### src/hdl/intr_cfg.svh
/*
 * Widths are fixed by the register-bank word layout.
 * Every width must be a whole number of register words.
 */

`ifndef INTR_CFG_SVH
`define INTR_CFG_SVH

// One register-bank word
`define INTR_REG_W 32

// Card-to-host interrupt lines
`define INTR_C2H_W 64
`define INTR_C2H_WORDS (`INTR_C2H_W / `INTR_REG_W)  // 2 words

// GPIO, same width in both directions
`define INTR_GPIO_W 256
`define INTR_GPIO_WORDS (`INTR_GPIO_W / `INTR_REG_W)  // 8 words

// Host-to-card interrupt lines
`define INTR_H2C_W 128
`define INTR_H2C_WORDS (`INTR_H2C_W / `INTR_REG_W)  // 4 words

`endif

### src/hdl/intr_pkg.sv
/*
 * Shared types for the interrupt handler and its testbench.
 * Register word 0 always sits in the low bits of a vector.
 */

`include "intr_cfg.svh"

package intr_pkg;

   // c2h lines, read per line or per register word
   typedef union packed
   {
      logic [`INTR_C2H_W-1:0] flat;                          // Edge logic view
      logic [`INTR_C2H_WORDS-1:0][`INTR_REG_W-1:0] words;   // Register-bank view
   } c2h_vec_u;

   typedef logic [`INTR_GPIO_WORDS-1:0][`INTR_REG_W-1:0] gpio_words_t;

   typedef logic [`INTR_H2C_WORDS-1:0][`INTR_REG_W-1:0] h2c_words_t;

   // Status/enable pairs of the non-c2h interrupt sources
   typedef struct packed
   {
      logic [`INTR_REG_W-1:0] err_status;
      logic [`INTR_REG_W-1:0] err_enable;
      logic [`INTR_REG_W-1:0] txn_status;   // Transaction available
      logic [`INTR_REG_W-1:0] txn_enable;
      logic [`INTR_REG_W-1:0] comp_status;  // Completion
      logic [`INTR_REG_W-1:0] comp_enable;
   } irq_src_t;

   // Acknowledge FSM states
   typedef enum logic [1:0]
   {
      IDLE       = 2'b00,
      ASSERT     = 2'b01,
      WAIT_CLEAR = 2'b10,
      DEASSERT   = 2'b11
   } irq_state_e;

endpackage

### src/hdl/c2h_edge_status.sv
/*
 * Sticky toggle status for the c2h interrupt lines.
 * Inputs are assumed synchronous to axi_aclk.
 * An edge in the same cycle as a clear of a set bit is lost.
 */

`timescale 1ns/100ps

module c2h_edge_status
(
   input  logic               axi_aclk,
   input  logic               axi_aresetn,
   input  intr_pkg::c2h_vec_u c2h_intr_in,
   input  intr_pkg::c2h_vec_u toggle_clear,
   output intr_pkg::c2h_vec_u toggle_status
);

   intr_pkg::c2h_vec_u c2h_q;       // Last sampled line levels
   intr_pkg::c2h_vec_u edge_pulse;  // Rising or falling edge seen this cycle

   // Registered copy of the lines
   always_ff @(posedge axi_aclk)
   begin
      if (!axi_aresetn)
      begin
         c2h_q <= '0;
      end
      else
      begin
         c2h_q <= c2h_intr_in;
      end
   end

   // Either edge direction counts
   always_comb
   begin
      edge_pulse.flat = c2h_intr_in.flat ^ c2h_q.flat;
   end

   /*
    * A status bit loads the edge pulse while it is 0,
    * otherwise it holds until software writes the clear
    */
   always_ff @(posedge axi_aclk)
   begin
      if (!axi_aresetn)
      begin
         toggle_status <= '0;
      end
      else
      begin
         for (int i = 0; i < $bits(toggle_status); i++)
         begin
            if (!toggle_status.flat[i])
            begin
               toggle_status.flat[i] <= edge_pulse.flat[i];  // Wait for an edge
            end
            else if (toggle_clear.flat[i])
            begin
               toggle_status.flat[i] <= 1'b0;               // Clear wins over a new edge
            end
            else
            begin
               toggle_status.flat[i] <= 1'b1;
            end
         end
      end
   end

endmodule

### src/hdl/io_sampler.sv
/*
 * Register-bank snapshots of the c2h levels and GPIO inputs.
 * h2c_gpio_out follows h2c_gpio_words with no register.
 */

`timescale 1ns/100ps

module io_sampler
(
   input  logic                  axi_aclk,
   input  logic                  axi_aresetn,
   input  intr_pkg::c2h_vec_u    c2h_intr_in,
   input  intr_pkg::gpio_words_t c2h_gpio_in,
   input  intr_pkg::h2c_words_t  h2c_intr_words,
   input  intr_pkg::gpio_words_t h2c_gpio_words,
   output intr_pkg::c2h_vec_u    level_status,
   output intr_pkg::gpio_words_t gpio_status,
   output intr_pkg::h2c_words_t  h2c_intr_out,
   output intr_pkg::gpio_words_t h2c_gpio_out
);

   // One-cycle sampling towards the register bank and the card
   always_ff @(posedge axi_aclk)
   begin
      if (!axi_aresetn)
      begin
         level_status <= '0;
         gpio_status  <= '0;
         h2c_intr_out <= '0;
      end
      else
      begin
         level_status.words <= c2h_intr_in.words;  // Level status per register word
         gpio_status        <= c2h_gpio_in;
         h2c_intr_out       <= h2c_intr_words;     // Host-written lines to the card
      end
   end

   // Host GPIO words drive the card pins directly
   assign h2c_gpio_out = h2c_gpio_words;

endmodule

### src/hdl/irq_ack_fsm.sv
/*
 * Four-phase irq_out/irq_ack handshake to the host.
 * A new request waits until the host has dropped irq_ack.
 * If the host never acknowledges, irq_out stays high.
 */

`timescale 1ns/100ps

module irq_ack_fsm
(
   input  logic               axi_aclk,
   input  logic               axi_aresetn,
   input  intr_pkg::c2h_vec_u toggle_status,
   input  intr_pkg::c2h_vec_u toggle_enable,
   input  intr_pkg::irq_src_t irq_src,
   input  logic               irq_ack,
   output logic               irq_out
);

   intr_pkg::irq_state_e state;
   intr_pkg::irq_state_e next_state;
   logic                 pending;  // Any enabled source is set

   // OR of the four masked sources
   always_comb
   begin
      pending = (|(toggle_status.flat & toggle_enable.flat))
              | (|(irq_src.err_status & irq_src.err_enable))
              | (|(irq_src.txn_status & irq_src.txn_enable))
              | (|(irq_src.comp_status & irq_src.comp_enable));
   end

   always_comb
   begin
      next_state = state;
      unique case (state)
         intr_pkg::IDLE:
         begin
            if (pending)
            begin
               next_state = intr_pkg::ASSERT;
            end
         end
         intr_pkg::ASSERT:
         begin
            if (irq_ack)
            begin
               next_state = intr_pkg::WAIT_CLEAR;  // Host has seen the request
            end
         end
         intr_pkg::WAIT_CLEAR:
         begin
            if (!pending)
            begin
               next_state = intr_pkg::DEASSERT;    // Software serviced all sources
            end
         end
         intr_pkg::DEASSERT:
         begin
            if (!irq_ack)
            begin
               next_state = intr_pkg::IDLE;
            end
         end
         default:
         begin
            next_state = intr_pkg::IDLE;
         end
      endcase
   end

   // irq_out is decoded from the next state so it moves with the state register
   always_ff @(posedge axi_aclk)
   begin
      if (!axi_aresetn)
      begin
         state   <= intr_pkg::IDLE;
         irq_out <= 1'b0;
      end
      else
      begin
         state   <= next_state;
         irq_out <= (next_state == intr_pkg::ASSERT) || (next_state == intr_pkg::WAIT_CLEAR);
      end
   end

endmodule

### src/hdl/intr_handler.sv
/*
 * Interrupt and GPIO handler, top level.
 * All register-bank words are 32 bits with word 0 in the low bits.
 */

`timescale 1ns/100ps

module intr_handler
(
   input  logic                  axi_aclk,
   input  logic                  axi_aresetn,
   input  intr_pkg::c2h_vec_u    c2h_intr_in,
   input  intr_pkg::gpio_words_t c2h_gpio_in,
   input  intr_pkg::h2c_words_t  h2c_intr_words,
   input  intr_pkg::gpio_words_t h2c_gpio_words,
   input  intr_pkg::c2h_vec_u    toggle_clear,
   input  intr_pkg::c2h_vec_u    toggle_enable,
   input  intr_pkg::irq_src_t    irq_src,
   input  logic                  irq_ack,
   output logic                  irq_out,
   output intr_pkg::c2h_vec_u    toggle_status,
   output intr_pkg::c2h_vec_u    level_status,
   output intr_pkg::gpio_words_t gpio_status,
   output intr_pkg::h2c_words_t  h2c_intr_out,
   output intr_pkg::gpio_words_t h2c_gpio_out
);

   // Sticky edge status, also feeds the interrupt request
   c2h_edge_status c2h_edge_status_inst
   (
      .axi_aclk      (axi_aclk),
      .axi_aresetn   (axi_aresetn),
      .c2h_intr_in   (c2h_intr_in),
      .toggle_clear  (toggle_clear),
      .toggle_status (toggle_status)
   );

   io_sampler io_sampler_inst
   (
      .axi_aclk       (axi_aclk),
      .axi_aresetn    (axi_aresetn),
      .c2h_intr_in    (c2h_intr_in),
      .c2h_gpio_in    (c2h_gpio_in),
      .h2c_intr_words (h2c_intr_words),
      .h2c_gpio_words (h2c_gpio_words),
      .level_status   (level_status),
      .gpio_status    (gpio_status),
      .h2c_intr_out   (h2c_intr_out),
      .h2c_gpio_out   (h2c_gpio_out)
   );

   // Host interrupt request and acknowledge
   irq_ack_fsm irq_ack_fsm_inst
   (
      .axi_aclk      (axi_aclk),
      .axi_aresetn   (axi_aresetn),
      .toggle_status (toggle_status),
      .toggle_enable (toggle_enable),
      .irq_src       (irq_src),
      .irq_ack       (irq_ack),
      .irq_out       (irq_out)
   );

endmodule

### config.mk
export PLATFORM = sky130hd
export DESIGN_NAME = intr_handler
export DESIGN_NICKNAME = d
export VERILOG_FILES = /design/src/hdl/intr_pkg.sv /design/src/hdl/c2h_edge_status.sv /design/src/hdl/io_sampler.sv /design/src/hdl/irq_ack_fsm.sv /design/src/hdl/intr_handler.sv
export VERILOG_INCLUDE_DIRS = /design/src /design/src/hdl
export SDC_FILE = /design/constraint.sdc
export NUM_CORES = 1
export LEC_CHECK = 0
export BUFFER_PORTS_ARGS = -buffer_cell sky130_fd_sc_hd__clkbuf_2
export CAP_MARGIN = 0
export CORE_AREA = 2 2 706 708
export DETAILED_ROUTE_END_ITERATION = 16
export DIE_AREA = 0 0 708 710
export GPL_ROUTABILITY_DRIVEN = 1
export PLACE_DENSITY = 0.3
export SYNTH_ARGS = -nofsm -noshare
export SYNTH_HDL_FRONTEND = slang
export SYNTH_SLANG_ARGS = --single-unit
### constraint.sdc
create_clock -name axi_aclk -period 3.5 [get_ports axi_aclk]
set_input_delay 0.525 -clock axi_aclk [delete_from_list [all_inputs] [get_ports axi_aclk]]
set_output_delay 0.525 -clock axi_aclk [all_outputs]
set_load 0.01 [all_outputs]
## After elaboration in Yosys (flattened, before gate mapping)

Cells that the tools add are included.
Widths: inputs -> output; s select.

| storage, ports and cells | value |
|---|---|
| word-level logic and storage cells | 168 |
| bits of input ports | 1,027 |
| register bits after elaboration | 515 |
| output and inout port bits | 769 |

| cells by class | value |
|---|---|
| reductions and logical operators | 6 |
| equal/unequal tests | 5 |
| bitwise operators | 8 |
| multiplexer cells | 133 |

Operators by type and width:

| operator | count |
|---|---|
| $mux 1 | 128 |
| $and 32x32->32 | 3 |
| $reduce_or 32->1 | 3 |
| $and 64x64->64 | 1 |
| $reduce_or 64->1 | 1 |
| $xor 64x64->64 | 1 |
| $mux 2 | 4 |
| $pmux 2 s4 | 1 |
| $eq 2x2->1 const B | 3 |
| $eq 2x1->1 const B | 2 |
| $or 1x1->1 | 3 |
| $logic_not 2->1 | 1 |
| $logic_or 1x1->1 | 1 |

## Logic depth before layout (Yosys ltp)

| depth | value |
|---|---|
| depth in word-level cells | 9 |
| gate-level depth with buffers | 6 |
| mapped depth without buffers | 6 |

## Cells and area by module

A second synthesis with hierarchy kept.

| second synthesis, totals | value |
|---|---|
| cell total of the unflattened synthesis | 1,712 |
| area, all modules | 19,354.8 sq um |

Modules (own cells, without submodules):

| module | cells each | area each (sq um) | times used | seq. area each (sq um) |
|---|---|---|---|---|
| io_sampler | 1,201 | 13,935.9 | 1 | 8,968.6 |
| c2h_edge_status | 398 | 4,494.3 | 1 | 2,562.5 |
| irq_ack_fsm | 113 | 924.6 | 1 | 60.1 |

## Worst setup path after synthesis

OpenSTA, ideal clock, no wires.

| timing path | value |
|---|---|
| path kind | in2reg |
| start | input port irq_src[100] (netlist name) |
| end | register irq_ack_fsm_inst.state[0] |
| buffers on the path | 0 |
| data arrival time | 2.147 ns |
| stages on the path | 6 |
| path slack | 1.271 ns |
| setup time | 0.082 ns |
| data required time | 3.418 ns |
| cell sequence | a22o_1 a221oi_1 nand4_1 or4_4 or4_1 o2111ai_1 |

| on the way | value |
|---|---|
| longest elaborated chain between the ends | 6 |
| elaborated cells between the ends (all ways) | 7 |
| those cells by class | mux (3); bitwise (3); reduce/logical (1) |

RTL lines:

| item | RTL line | RTL |
|---|---|---|
| start: declaration | intr_handler.sv:18 | `input intr_pkg::irq_src_t irq_src,` |
| $and 32x32->32 (*) | irq_ack_fsm.sv:29 | `\| (\|(irq_src.txn_status & irq_src.txn_enable))` |
| $reduce_or 32->1 (*) | irq_ack_fsm.sv:29 |  |
| $or 1x1->1 (*) | irq_ack_fsm.sv:29 |  |
| $or 1x1->1 (*) | irq_ack_fsm.sv:30 | `\| (\|(irq_src.comp_status & irq_src.comp_enable));` |
| $mux 2 (on tied branches) | irq_ack_fsm.sv:53, irq_ack_fsm.sv:39 |  |
| $pmux 2 s4 (*) | irq_ack_fsm.sv:36 | `unique case (state)` |
| end signal: assignment | irq_ack_fsm.sv:77 | `state <= intr_pkg::IDLE;` |
| end signal: assignment | irq_ack_fsm.sv:82 | `state <= next_state;` |
| end: declaration | irq_ack_fsm.sv:20 | `intr_pkg::irq_state_e state;` |

Every way passes the cells marked *; elsewhere a longest branch is shown, timed or not.
A chain may end at the register's enable or synchronous reset.

## Worst setup path in the final report

| timing path | value |
|---|---|
| start | register c2h_edge_status_inst.toggle_status[11] (netlist name) |
| end | register irq_ack_fsm_inst.state[0] |

| on the way | value |
|---|---|
| longest elaborated chain between the ends | 7 |
| elaborated cells between the ends (all ways) | 8 |
| those cells by class | mux (3); bitwise (4); reduce/logical (1) |

RTL lines:

| item | RTL line | RTL |
|---|---|---|
| start: declaration | c2h_edge_status.sv:15 | `output intr_pkg::c2h_vec_u toggle_status` |
| $and 64x64->64 (*) | irq_ack_fsm.sv:27 | `pending = (\|(toggle_status.flat & toggle_enable.flat))` |
| $reduce_or 64->1 (*) | irq_ack_fsm.sv:27 |  |
| $or 1x1->1 (*) | irq_ack_fsm.sv:28 | `\| (\|(irq_src.err_status & irq_src.err_enable))` |
| $or 1x1->1 (*) | irq_ack_fsm.sv:29 |  |
| $or 1x1->1 (*) | irq_ack_fsm.sv:30 |  |
| $mux 2 (on tied branches) | irq_ack_fsm.sv:53, irq_ack_fsm.sv:39 |  |
| $pmux 2 s4 (*) | irq_ack_fsm.sv:36 |  |

Marks and branches as above.

==> results.json <==
{
  "firstDrtPassIters": 5,
  "syn_area_per_cell_um2": 11.2,
  "fmax_mhz": 314,
  "drc_errors": 0,
  "synth_edf_count": 0,
  "power_frac_comb_pct": 15.5,
  "drt-total-wl_mm": 203,
  "io_pins": 1796,
  "fp-row-count": 259,
  "grt_max_degree": 79,
  "fin_crit_sh_pct": 90.9,
  "rsz0062_at_grt": "false",
  "layout-drive-gt1-share_pct": 46.1,
  "synth_common_cells": "515 x dfxtp_1, 448 x and2_1, 256 x buf_4",
  "grt_pass1_vias": 18100,
  "synth_top_area_cell": "dfxtp_1",
  "antenna_left": 0,
  "ys_warn_count": 0,
  "finalHoldViolations": 0,
  "holdWs_ps": 102,
  "clkLatencyLatePin_ps": 800,
  "cp_max_fo": 4,
  "skew_ps": 52.9,
  "final.min_clock_period_ps": 3180,
  "tritoncts": "yes",
  "required_ps": 4160,
  "p_sw_share_pct": 30.3,
  "power.total_mw": 17.9,
  "total_leakage_power_nw": 16.0,
  "syn_area_um2": 17600,
  "ys_ff_latch": 515,
  "synthTopCellsByArea": "dfxtp_1 58%, and2_1 16%, buf_4 11%, o211a_1 3.6%, xor2_1 3.2%",
  "cts_buffers": 82,
  "p_int_mw": 12.4,
  "p_clk_share_pct": 48.0,
  "initial_core_util_pct": 3.56,
  "outcome": "finished clean",
  "slew_violations": 0,
  "synth_ff_type": "dfxtp_1",
  "synth_top_cell_area_share_pct": 58.5,
  "hpwlAfterDp_mm": 181,
  "syn_inst": 1575,
  "synth_most_common_cell": "dfxtp_1",
  "grt_pass1_wl_mm": 238,
  "core-area_um2": 495000,
  "drtIter0Drc": 832,
  "antenna_found_initial": 165,
  "gp_congestion": 0.872,
  "cp.arrival_ps": 3850,
  "crit_type": "register to register",
  "syn-num-nets": 2602,
  "post_cts_buffers": 0,
  "viasPerCell": 1.85,
  "pwr-share-seq_pct": 36.5,
  "clockBufferDepth": 4,
  "tightest_slew_ps": 936,
  "synth_async_sr_flop_share_pct": 0,
  "dieArea_um2": 503000,
  "die_h_um": 710,
  "clk_pin_slew_ps": 60,
  "cts_root_buf": "clkbuf_16",
  "max-slew-margin-rel_pct": 37.6,
  "area_growth_pct": 118,
  "finalSetupViolations": 0,
  "fin_nets": 4199,
  "vias": 18200,
  "h-tree-depth": 3,
  "end_kind": "register",
  "yosysSeqAreaShare_pct": 58.5,
  "wire_per_inst_um": 20.7,
  "fp.dieW_um": 708,
  "io_buffers": 1283,
  "clock-sinks": 515,
  "critPathLaunchType": "register",
  "ys_types": 24,
  "gr-total-overflow": 0,
  "maxCapViolCount": 0,
  "grt_usage_pct": 7.68,
  "power.density_nw_per_um2": 465,
  "hold_path.class": "input pin to register",
  "p_switching_mw": 5.41,
  "ir_drop_v": 0.000350
}
## metrics by stage
stage	worst slack (ps)	std cells	utilization, %	TNS, ps	cell area (um2)
final	317	9817	7.75	0	38400
after global routing	278	9783	7.74	0	38300
after CTS	252	9754	7.72	0	38300
after detailed placement	-83.4	9124	6.20	-83.4	30700
after global placement	-1200	9123	6.19	-2280	30700
after floorplan	1270	1575	-	0	17600
## path summary, 6_finish.rpt
path	startpoint	endpoint	slack, ps	cells after the start
max reg2reg	c2h_edge_status_inst.toggle_status[11]	irq_ack_fsm_inst.state[0]	320	7
max	c2h_edge_status_inst.toggle_status[11]	irq_ack_fsm_inst.state[0]	320	7
min reg2reg	irq_ack_fsm_inst.state[1]	irq_ack_fsm_inst.state[1]	520	2
min	c2h_intr_in[16]	io_sampler_inst.level_status[16]	100	2
## cell usage in the layout, fill, tap and decap left out, types with 5 or more instances in the layout
master,count
clkbuf_8,11
and2_1,448
buf_4,46
dfxtp_1,515
dlygate4sd3_1,489
nand4_1,9
bufinv_16,5
a221oi_4,5
diode_2,63
a221oi_1,15
clkbuf_1,14
clkinv_4,5
clkbuf_16,83
xor2_1,63
nand2_1,68
a22o_1,33
inv_6,5
clkbuf_2,1282
o211a_1,64
a221oi_2,13
clkinv_2,13
a22oi_1,12
buf_12,7
## power groups by stage
stage | Combinational [mW] | Clock (mW) | Sequential (mW)
6_report | 2.77 | 8.58 | 6.51
3_3_place_gp | 2.33 | 0 | 6.64
3_5_place_dp | 2.33 | 0 | 6.64
4_1_cts | 2.94 | 9.13 | 6.52
2_1_floorplan | 0.737 | 0 | 6.69
5_1_grt | 3.01 | 9.24 | 6.54
## timing repair
item,CTS,global route
setup endpoints to repair,1,0
endpoints found under the hold margin,489,0
hold buffers,489,0
gates resized for setup,1,0
## cell families after synthesis
group | count (synthesis) | share of synthesized area [%]
simple gates | 535 | 18.1
xor+xnor | 64 | 3.18
buf+inv | 313 | 12.1
flops | 515 | 58.5
compound gates | 148 | 8.12
## state kept, by name, indices dropped and copies added, names as in the netlist
register,count
c2h_edge_status_inst.toggle_status,64
io_sampler_inst.gpio_status,256
io_sampler_inst.h2c_intr_out,128
io_sampler_inst.level_status,64
irq_ack_fsm_inst.irq_out,1
irq_ack_fsm_inst.state,2
## layout make-up
| type | instances | area, um2 |
|---|---|---|
| tap | 6525 | 8160 |
| sequential | 515 | 10300 |
| clock buffer | 108 | 2280 |
| fill | 58100 | 457000 |
| antenna | 63 | 158 |
| timing repair buffer | 1826 | 11800 |
| multi-input combinational | 747 | 5310 |
| clock inverter | 33 | 372 |
## per-layer routing
layer	share of wire [%]	up-vias	routed length (um)	track usage, %
li1	-	8147	-	-
met3	8.5	474	17200	2.64
met4	4.5	32	9210	3.02
met2	49	1180	99200	13.4
met1	38	8319	77400	8.53
met5	0.11	-	215	0.00952
## critical path: stages, from the launching register on
cell and delay, ps:
dfxtp_1 330, a22o_1 510, a221oi_4 350, buf_8 200, nand4_1 200, or4_4 720
or4_1 520, o2111ai_1 110
(Power assumes the default switching activity.)
